**src/hdl/istream_pkg.sv**
```systemverilog
// --------------------------------------------------
// istream_pkg
// stream buffer geometry and PC field types
// --------------------------------------------------
package istream_pkg;

    // one fetch block is eight chunks
    localparam int CHUNKS_PER_SET = 8;

    // two oldest sets side by side
    localparam int WINDOW_CHUNKS = 2 * CHUNKS_PER_SET;

    // instructions handed to decode per cycle
    localparam int NUM_WAYS = 4;

    // chunk position bits inside a set
    localparam int CHUNK_IDX_BITS = $clog2(CHUNKS_PER_SET);

    // lowest PC bit of the block-aligned base
    localparam int BASE_LSB = CHUNK_IDX_BITS + 1;

    // window chunk index, top bit selects set 1
    typedef logic [$clog2(WINDOW_CHUNKS)-1:0] win_idx_t;

    typedef logic [31:0] pc_t;
    typedef logic [31-BASE_LSB:0] pc28_t;

endpackage

```
**src/hdl/rvc_pkg.sv**
```systemverilog
// --------------------------------------------------
// rvc_pkg
// RISC-V instruction chunk encoding and length code
// --------------------------------------------------
package rvc_pkg;

    // one 2-byte slice of a fetch block
    localparam int CHUNK_BITS = 16;

    // low bits of a chunk that start a 4-byte instruction
    localparam logic [1:0] LEN_UNCOMPRESSED = 2'b11;

    // decoded view, only the length code matters here
    typedef struct packed {
        logic [CHUNK_BITS-3:0] upper_bits;
        logic [1:0]            len_code;
    } chunk_enc_t;

    // raw halfword for the output, enc view for the length test
    typedef union packed {
        logic [CHUNK_BITS-1:0] raw;
        chunk_enc_t            enc;
    } chunk_u;

endpackage
```
**src/hdl/window_if.sv**
```systemverilog
// --------------------------------------------------
// window_if
// dequeue window from buffer to picker, acks back
// --------------------------------------------------
`timescale 1ns/10ps

interface window_if;
    import rvc_pkg::*;
    import istream_pkg::*;

    // two oldest sets, set 0 in the low half
    logic [WINDOW_CHUNKS-1:0]   win_valid;
    chunk_u [WINDOW_CHUNKS-1:0] win_chunk;
    pc28_t                      set0_base;
    pc28_t                      set1_base;

    // chunks consumed by the picked ways this cycle
    logic [WINDOW_CHUNKS-1:0]   ack_vec;

    modport buffer (
        output win_valid, win_chunk, set0_base, set1_base,
        input  ack_vec
    );

    modport picker (
        input  win_valid, win_chunk, set0_base, set1_base,
        output ack_vec
    );

endinterface

```
**src/hdl/istream_top.sv**
```systemverilog
// --------------------------------------------------
// istream_top
// fetch-to-decode instruction stream buffer
// --------------------------------------------------
`timescale 1ns/10ps

module istream_top #(
    parameter int               ISTREAM_SETS = 8,
    parameter istream_pkg::pc_t INIT_PC      = 32'h8000_0000
) (
    input  logic                                      CLK,
    input  logic                                      nRST,

    // enqueue side
    input  logic                                      valid_senq,
    input  logic [istream_pkg::CHUNKS_PER_SET-1:0]    valid_by_chunk_senq,
    input  rvc_pkg::chunk_u [istream_pkg::CHUNKS_PER_SET-1:0] instr_by_chunk_senq,
    input  istream_pkg::pc_t                          after_pc_senq,
    output logic                                      stall_senq,

    // dequeue side
    output logic                                      valid_sdeq,
    output logic [istream_pkg::NUM_WAYS-1:0]          valid_by_way_sdeq,
    output logic [istream_pkg::NUM_WAYS-1:0]          uncompressed_by_way_sdeq,
    output rvc_pkg::chunk_u [istream_pkg::NUM_WAYS-1:0][1:0] instr_by_way_by_chunk_sdeq,
    output istream_pkg::pc_t [istream_pkg::NUM_WAYS-1:0]     pc_by_way_sdeq,
    input  logic                                      stall_sdeq,

    // redirect
    input  logic                                      restart,
    input  istream_pkg::pc_t                          restart_pc
);

    window_if win ();

    stream_buffer #(
        .ISTREAM_SETS (ISTREAM_SETS),
        .INIT_PC      (INIT_PC)
    ) u_buffer (
        .CLK                 (CLK),
        .nRST                (nRST),
        .valid_senq          (valid_senq),
        .valid_by_chunk_senq (valid_by_chunk_senq),
        .instr_by_chunk_senq (instr_by_chunk_senq),
        .after_pc_senq       (after_pc_senq),
        .stall_senq          (stall_senq),
        .stall_sdeq          (stall_sdeq),
        .restart             (restart),
        .restart_pc          (restart_pc),
        .win                 (win.buffer)
    );

    way_select u_select (
        .win                        (win.picker),
        .valid_sdeq                 (valid_sdeq),
        .valid_by_way_sdeq          (valid_by_way_sdeq),
        .uncompressed_by_way_sdeq   (uncompressed_by_way_sdeq),
        .instr_by_way_by_chunk_sdeq (instr_by_way_by_chunk_sdeq),
        .pc_by_way_sdeq             (pc_by_way_sdeq)
    );

endmodule

```
**src/hdl/stream_buffer.sv**
```systemverilog
// --------------------------------------------------
// stream_buffer
// circular set FIFO of fetch blocks, presents the two
// oldest sets and retires them as they are consumed
// --------------------------------------------------
`timescale 1ns/10ps

module stream_buffer #(
    parameter int               ISTREAM_SETS = 8,
    parameter istream_pkg::pc_t INIT_PC      = 32'h8000_0000
) (
    input  logic                                      CLK,
    input  logic                                      nRST,
    input  logic                                      valid_senq,
    input  logic [istream_pkg::CHUNKS_PER_SET-1:0]    valid_by_chunk_senq,
    input  rvc_pkg::chunk_u [istream_pkg::CHUNKS_PER_SET-1:0] instr_by_chunk_senq,
    input  istream_pkg::pc_t                          after_pc_senq,
    output logic                                      stall_senq,
    input  logic                                      stall_sdeq,
    input  logic                                      restart,
    input  istream_pkg::pc_t                          restart_pc,
    window_if.buffer                                  win
);
    import rvc_pkg::*;
    import istream_pkg::*;

    localparam int IDX_BITS = $clog2(ISTREAM_SETS);

    typedef struct packed {
        logic                wrap;
        logic [IDX_BITS-1:0] idx;
    } set_ptr_t;

    // payload
    chunk_u [CHUNKS_PER_SET-1:0] chunk_mem [ISTREAM_SETS];
    pc28_t                       after_mem [ISTREAM_SETS];

    // per-chunk valid bits, cleared as chunks are picked
    logic [ISTREAM_SETS-1:0][CHUNKS_PER_SET-1:0] valid_q, valid_next;

    set_ptr_t enq_ptr, enq_next;
    set_ptr_t deq0_ptr, deq0_next;
    set_ptr_t deq1_ptr, deq1_next;
    pc28_t    base_q, base_next;

    logic full;
    logic empty0;
    logic empty1;
    logic enq_fire;
    logic set0_done;
    logic set1_done;

    // --------------------------------------------------
    // status and window
    // --------------------------------------------------
    assign full   = (enq_ptr.idx == deq0_ptr.idx) & (enq_ptr.wrap != deq0_ptr.wrap);
    assign empty0 = enq_ptr == deq0_ptr;
    // fewer than two sets held
    assign empty1 = empty0 | (enq_ptr == deq1_ptr);

    assign stall_senq = full;
    assign enq_fire   = valid_senq & ~full;

    always_comb begin
        for (int i = 0; i < CHUNKS_PER_SET; i++) begin
            win.win_valid[i] = valid_q[deq0_ptr.idx][i] & ~empty0;
            win.win_valid[i+CHUNKS_PER_SET] = valid_q[deq1_ptr.idx][i] & ~empty1;
            win.win_chunk[i] = chunk_mem[deq0_ptr.idx][i];
            win.win_chunk[i+CHUNKS_PER_SET] = chunk_mem[deq1_ptr.idx][i];
        end
    end

    // set 1 starts where set 0's block ends
    assign win.set0_base = base_q;
    assign win.set1_base = after_mem[deq0_ptr.idx];

    // a held set is done once every valid chunk is acked
    assign set0_done = ~empty0 &
        ~|(win.win_valid[CHUNKS_PER_SET-1:0] & ~win.ack_vec[CHUNKS_PER_SET-1:0]);
    assign set1_done = ~empty1 &
        ~|(win.win_valid[WINDOW_CHUNKS-1:CHUNKS_PER_SET] &
           ~win.ack_vec[WINDOW_CHUNKS-1:CHUNKS_PER_SET]);

    // --------------------------------------------------
    // next state
    // --------------------------------------------------
    always_comb begin
        valid_next = valid_q;
        enq_next   = enq_ptr;
        deq0_next  = deq0_ptr;
        deq1_next  = deq1_ptr;
        base_next  = base_q;

        if (!stall_sdeq) begin
            valid_next[deq0_ptr.idx] = valid_q[deq0_ptr.idx] &
                ~win.ack_vec[CHUNKS_PER_SET-1:0];
            valid_next[deq1_ptr.idx] = valid_q[deq1_ptr.idx] &
                ~win.ack_vec[WINDOW_CHUNKS-1:CHUNKS_PER_SET];

            // retire one or two sets
            if (set0_done && set1_done) begin
                deq0_next = set_ptr_t'(deq0_ptr + 2'd2);
                deq1_next = set_ptr_t'(deq1_ptr + 2'd2);
                base_next = after_mem[deq1_ptr.idx];
            end else if (set0_done) begin
                deq0_next = set_ptr_t'(deq0_ptr + 1'b1);
                deq1_next = set_ptr_t'(deq1_ptr + 1'b1);
                base_next = after_mem[deq0_ptr.idx];
            end
        end

        if (enq_fire) begin
            valid_next[enq_ptr.idx] = valid_by_chunk_senq;
            enq_next = set_ptr_t'(enq_ptr + 1'b1);
        end
    end

    // --------------------------------------------------
    // registers
    // --------------------------------------------------
    always_ff @(posedge CLK or negedge nRST) begin
        if (!nRST) begin
            valid_q  <= '0;
            enq_ptr  <= '0;
            deq0_ptr <= '0;
            deq1_ptr <= set_ptr_t'(1);
            base_q   <= pc28_t'(INIT_PC >> BASE_LSB);
        end else if (restart) begin
            // flush everything, new stream starts at restart_pc
            valid_q  <= '0;
            enq_ptr  <= '0;
            deq0_ptr <= '0;
            deq1_ptr <= set_ptr_t'(1);
            base_q   <= pc28_t'(restart_pc >> BASE_LSB);
        end else begin
            valid_q  <= valid_next;
            enq_ptr  <= enq_next;
            deq0_ptr <= deq0_next;
            deq1_ptr <= deq1_next;
            base_q   <= base_next;
        end
    end

    always_ff @(posedge CLK) begin
        if (enq_fire) begin
            chunk_mem[enq_ptr.idx] <= instr_by_chunk_senq;
            after_mem[enq_ptr.idx] <= pc28_t'(after_pc_senq >> BASE_LSB);
        end
    end

endmodule

```
**src/hdl/way_select.sv**
```systemverilog
// --------------------------------------------------
// way_select
// picks up to four in-order instructions from the
// window and forms their PCs
// --------------------------------------------------
`timescale 1ns/10ps

module way_select (
    window_if.picker                          win,
    output logic                              valid_sdeq,
    output logic [istream_pkg::NUM_WAYS-1:0]  valid_by_way_sdeq,
    output logic [istream_pkg::NUM_WAYS-1:0]  uncompressed_by_way_sdeq,
    output rvc_pkg::chunk_u [istream_pkg::NUM_WAYS-1:0][1:0] instr_by_way_by_chunk_sdeq,
    output istream_pkg::pc_t [istream_pkg::NUM_WAYS-1:0]     pc_by_way_sdeq
);
    import rvc_pkg::*;
    import istream_pkg::*;

    logic [NUM_WAYS-1:0][WINDOW_CHUNKS-1:0] lower_req;
    logic [NUM_WAYS-1:0][WINDOW_CHUNKS-1:0] lower_cold;
    logic [NUM_WAYS-1:0][WINDOW_CHUNKS-1:0] upper_req;
    logic [NUM_WAYS-1:0][WINDOW_CHUNKS-1:0] upper_cold;
    win_idx_t [NUM_WAYS-1:0]                lower_idx;
    win_idx_t [NUM_WAYS-1:0]                upper_idx;
    logic [NUM_WAYS-1:0]                    lower_present;
    logic [NUM_WAYS-1:0]                    upper_present;
    logic [NUM_WAYS-1:0]                    lower_uncomp;
    logic [NUM_WAYS-1:0]                    way_valid;

    // --------------------------------------------------
    // way chain
    // --------------------------------------------------
    for (genvar w = 0; w < NUM_WAYS; w++) begin : g_way
        if (w == 0) begin : g_first
            assign lower_req[w] = win.win_valid;
        end else begin : g_next
            // resume after the previous way's last chunk
            assign lower_req[w] = lower_uncomp[w-1] ? (upper_cold[w-1] & win.win_valid)
                                                    : (lower_cold[w-1] & win.win_valid);
        end

        lsb_pick #(
            .WIDTH(WINDOW_CHUNKS)
        ) u_lower (
            .req_vec   (lower_req[w]),
            .present   (lower_present[w]),
            .index     (lower_idx[w]),
            .cold_mask (lower_cold[w])
        );

        // upper half is the next valid chunk, possibly in set 1
        assign upper_req[w] = lower_cold[w] & win.win_valid;

        lsb_pick #(
            .WIDTH(WINDOW_CHUNKS)
        ) u_upper (
            .req_vec   (upper_req[w]),
            .present   (upper_present[w]),
            .index     (upper_idx[w]),
            .cold_mask (upper_cold[w])
        );

        assign lower_uncomp[w] = win.win_chunk[lower_idx[w]].enc.len_code == LEN_UNCOMPRESSED;

        // missing upper half fails the way, later ways see no requests
        assign way_valid[w] = lower_present[w] & (~lower_uncomp[w] | upper_present[w]);
    end

    // --------------------------------------------------
    // acks and outputs
    // --------------------------------------------------
    always_comb begin
        win.ack_vec = '0;
        for (int w = 0; w < NUM_WAYS; w++) begin
            if (way_valid[w]) begin
                win.ack_vec[lower_idx[w]] = 1'b1;
                if (lower_uncomp[w]) begin
                    win.ack_vec[upper_idx[w]] = 1'b1;
                end
            end
        end
    end

    always_comb begin
        for (int w = 0; w < NUM_WAYS; w++) begin
            uncompressed_by_way_sdeq[w] = lower_uncomp[w];
            instr_by_way_by_chunk_sdeq[w][0].raw = win.win_chunk[lower_idx[w]].raw;
            instr_by_way_by_chunk_sdeq[w][1].raw = win.win_chunk[upper_idx[w]].raw;
            // set base from the lower chunk's set, then chunk offset
            pc_by_way_sdeq[w] = {
                lower_idx[w][CHUNK_IDX_BITS] ? win.set1_base : win.set0_base,
                lower_idx[w][CHUNK_IDX_BITS-1:0],
                1'b0
            };
        end
    end

    assign valid_by_way_sdeq = way_valid;
    assign valid_sdeq        = way_valid[0];

endmodule

```
**src/hdl/lsb_pick.sv**
```systemverilog
// --------------------------------------------------
// lsb_pick
// lowest set bit picker with index and cold mask
// --------------------------------------------------
`timescale 1ns/10ps

module lsb_pick #(
    parameter int WIDTH = 16
) (
    input  logic [WIDTH-1:0]       req_vec,
    output logic                   present,
    output istream_pkg::win_idx_t  index,
    output logic [WIDTH-1:0]       cold_mask
);
    import istream_pkg::*;

    logic [WIDTH-1:0] one_hot;

    // isolate lowest request
    assign one_hot = req_vec & (~req_vec + 1'b1);

    assign present = |req_vec;

    // everything above the picked bit
    // no request gives an all-zero mask
    assign cold_mask = ~(one_hot | (one_hot - 1'b1));

    always_comb begin
        index = '0;
        // descending so the lowest request wins
        for (int i = WIDTH - 1; i >= 0; i--) begin
            if (req_vec[i]) begin
                index = win_idx_t'(i);
            end
        end
    end

endmodule

```
**config.mk**
```make
export PLATFORM = sky130hd
export DESIGN_NAME = istream_top
export DESIGN_NICKNAME = d
export VERILOG_FILES = /design/src/hdl/istream_pkg.sv /design/src/hdl/rvc_pkg.sv /design/src/hdl/window_if.sv /design/src/hdl/istream_top.sv /design/src/hdl/stream_buffer.sv /design/src/hdl/way_select.sv /design/src/hdl/lsb_pick.sv
export SDC_FILE = /design/constraint.sdc
export NUM_CORES = 2
export LEC_CHECK = 0
export BUFFER_PORTS_ARGS = -buffer_cell sky130_fd_sc_hd__buf_2
export CORE_MARGIN = 5
export CORE_UTILIZATION = 40
export DETAILED_ROUTE_END_ITERATION = 7
export GPL_TIMING_DRIVEN = 0
export PLACE_DENSITY = 0.59
export SLEW_MARGIN = 5
export SYNTH_ARGS = -nofsm -noshare
export SYNTH_HDL_FRONTEND = slang
export SYNTH_HIERARCHICAL = 1
export SYNTH_SLANG_ARGS = --single-unit
```
**constraint.sdc**
```tcl
create_clock -name CLK -period 35.3 [get_ports CLK]
set_clock_uncertainty 0.05 [all_clocks]
set_input_delay 5.295 -clock CLK [delete_from_list [all_inputs] [get_ports CLK]]
set_output_delay 5.295 -clock CLK [all_outputs]
set_load 0.1 [all_outputs]
```
==> results.txt <==
outcome - complete, but fails checks
failing checks - capacitance limit, slew limit
hold_buf cts - 0
core box area - 0.2117 mm2
hold depth - 2
Placement Cell Area - 0.09132 mm2
Overflow after GRT - 0
synth-to-layout area growth - 13.42%
Final Slew Violations - 55
final instance area - 0.09628 mm2
Finish-stage setup viols - 0
Tcrit/Tclk final - 0.7303
Mapped Cells - 5685
met2 Use GR - 0.4725
GRT met1 Usage - 0.4318
unrepaired setup endpoints after global routing - false
routing usage on met3 - 0.1168
worst slew pin tran - 1.642 ns
final hold viol count - 0
antenna-violating nets left - 0
synth warn - 6
Total Routing Usage GR - 0.3298
cell mode on critical path - buf_2
Setup TNS Final - 0 ns
Final min period - 25.78 ns
total CTS buffers - 154
Crit. End Element - primary output
Total Wirelength - 370900 um
crit-path max FO - 10
Leak Pwr - 31.80 nW
FF-to-FF path depth - 60
clock tree from TritonCTS - done
Final Util - 0.4549
Max Cap Violations - 6
Clock Latency Late Sink - 0.84 ns
CP Class - reg2out
post-CTS sizing - 0
post-place setup slack - 11.17 ns
Worst-path clk slew - 0.06 ns
Synth Cell Area - 0.08488 mm2
pin count of the biggest net entering global routing - 82
worst hold path class - reg2reg
vias in the first global route - 61.82k
PwrDens - 62.13 mW/mm2
FMAX - 0.03879 GHz
die area - 0.2215 mm2
IO Port Bufs - 448
Arr. time, crit path - 20.44 ns
syn_area_per_cell - 14.93 um2
clk sinks - 1352
Finished Layout Cells - 9289
post-DR wirelength/cell - 39.93 um
H-Tree Depth - 4
Worst path max stage delay - 1.19 ns
post-CTS setup buffers - 0
Die H - 470.7 um
relative slew slack - -0.09435
1st-iter DRT viols - 9211
std cell rows - 169
Fillers - 18.62k
initial antenna violation count - 104
GPL Wtd Cong - 1.044
nets@finish - 6530
share of layout cells above drive strength 1 - 0.3690
placed cell count - 8979
Pre-Repair DR Iteration Count - 6
post-DP HPWL - 265800 um
Worst Path Required - 29.95 ns
Worst VDD drop - 0.1118 mV
Setup WS post-layout - 9.519 ns
Root Driver - clkbuf_16
Startpoint Class - flip-flop
vias per cell - 6.858
# DRC - 0
routed via count - 63.71k
first-pass GRT wire length - 507400 um
Starting Density - 0.4010
CTS Buffer Depth - 3
crit path max-delay cell type - clkbuf_1
Top Usage Layer GRT - met2
Boundary Pins - 471
die width - 470.7 um
==> metal layers <==
layer | wire length [um] | part of all wire
met3 | 48000 | 0.13
met2 | 160100 | 0.43
met4 | 27810 | 0.075
met1 | 134500 | 0.36
met5 | 511 | 0.0014
==> sequential cells by signal (all words and copies together), names as in the netlist <==
signal,count
u_buffer/deq0_ptr,4
u_buffer/valid_q,64
u_buffer/enq_ptr,4
u_buffer/deq1_ptr,4
u_buffer/after_mem,224
u_buffer/win.set0_base,28
u_buffer/chunk_mem,1024
==> power by group <==
part	switching [mW]	leakage (nW)	internal, mW	total (mW)
combinational	1.91	16.7	0.693	2.60
sequential	0.0199	12.7	1.79	1.81
clock	0.676	2.36	0.893	1.57
total	2.61	31.8	3.38	5.98
==> cell usage in the layout, fill, tap and decap left out, types with 22 or more instances in the layout <==
cell / n
clkbuf_1: 268
inv_1: 67
and2_1: 80
nor2_1: 264
buf_4: 25
nand2b_1: 27
o21ai_0: 22
dfrtp_1: 102
nand3_1: 32
clkinv_1: 28
edfxtp_1: 1248
mux2_2: 115
o22ai_1: 39
nor2b_1: 60
or2_2: 26
nand2_1: 1092
mux4_2: 1274
a22oi_1: 75
clkbuf_16: 157
mux2i_1: 90
a21oi_1: 177
buf_2: 587
or3_1: 23
clkinv_2: 23
clkbuf_2: 32
a211oi_1: 64
diode_2: 39
nand4_1: 52
a21boi_0: 32
buf_1: 48
==> metrics by stage <==
step | power (mW) | hold slack (ns)
after global placement | 4.352 | 0.5136
final | 5.982 | 0.5273
after detailed placement | 4.359 | 0.5194
after CTS | 5.921 | 0.5287
after global routing | 6.109 | 0.5661
after floorplan | 3.599 | 0.4947
==> area by class of cell <==
type | count | area [um2] | share of cell area
Inverter | 80 | 360.3 | 0.003743
Tap cell | 2821 | 3530 | 0.03666
Antenna cell | 39 | 97.59 | 0.001014
Sequential cell | 1352 | 40080 | 0.4163
Clock buffer | 190 | 4063 | 0.04220
Buffer | 498 | 2322 | 0.02412
Multi-Input combinational cell | 3758 | 42250 | 0.4389
Timing Repair Buffer | 470 | 2783 | 0.02890
Clock inverter | 81 | 788.3 | 0.008187
==> worst paths after layout <==
kind / startpoint / end / slack (ns)
max in group asynchronous: nRST / u_buffer/win.set0_base[4] / 30.08
min in group asynchronous: nRST / u_buffer/valid_q[22] / 4.38
hold reg to reg: u_buffer/win.set0_base[27] / u_buffer/win.set0_base[27] / 0.53
hold / removal: u_buffer/win.set0_base[27] / u_buffer/win.set0_base[27] / 0.53
setup / recovery: u_buffer/deq1_ptr[1] / instr_by_way_by_chunk_sdeq[127] / 9.52
setup reg to reg: u_buffer/deq1_ptr[1] / u_buffer/win.set0_base[5] / 13.76
==> worst max-delay path, delay by kind of cell (launching register included) <==
family | cells | cell delay [ns]
buffers and inverters | 18 | 8.27
AND/OR/NAND/NOR | 19 | 5.03
multiplexers | 6 | 2.95
AO/OA/AOI/OAI | 9 | 2.71
flip-flops | 1 | 0.51
No activity file was read; power rests on OpenSTA's default activity.
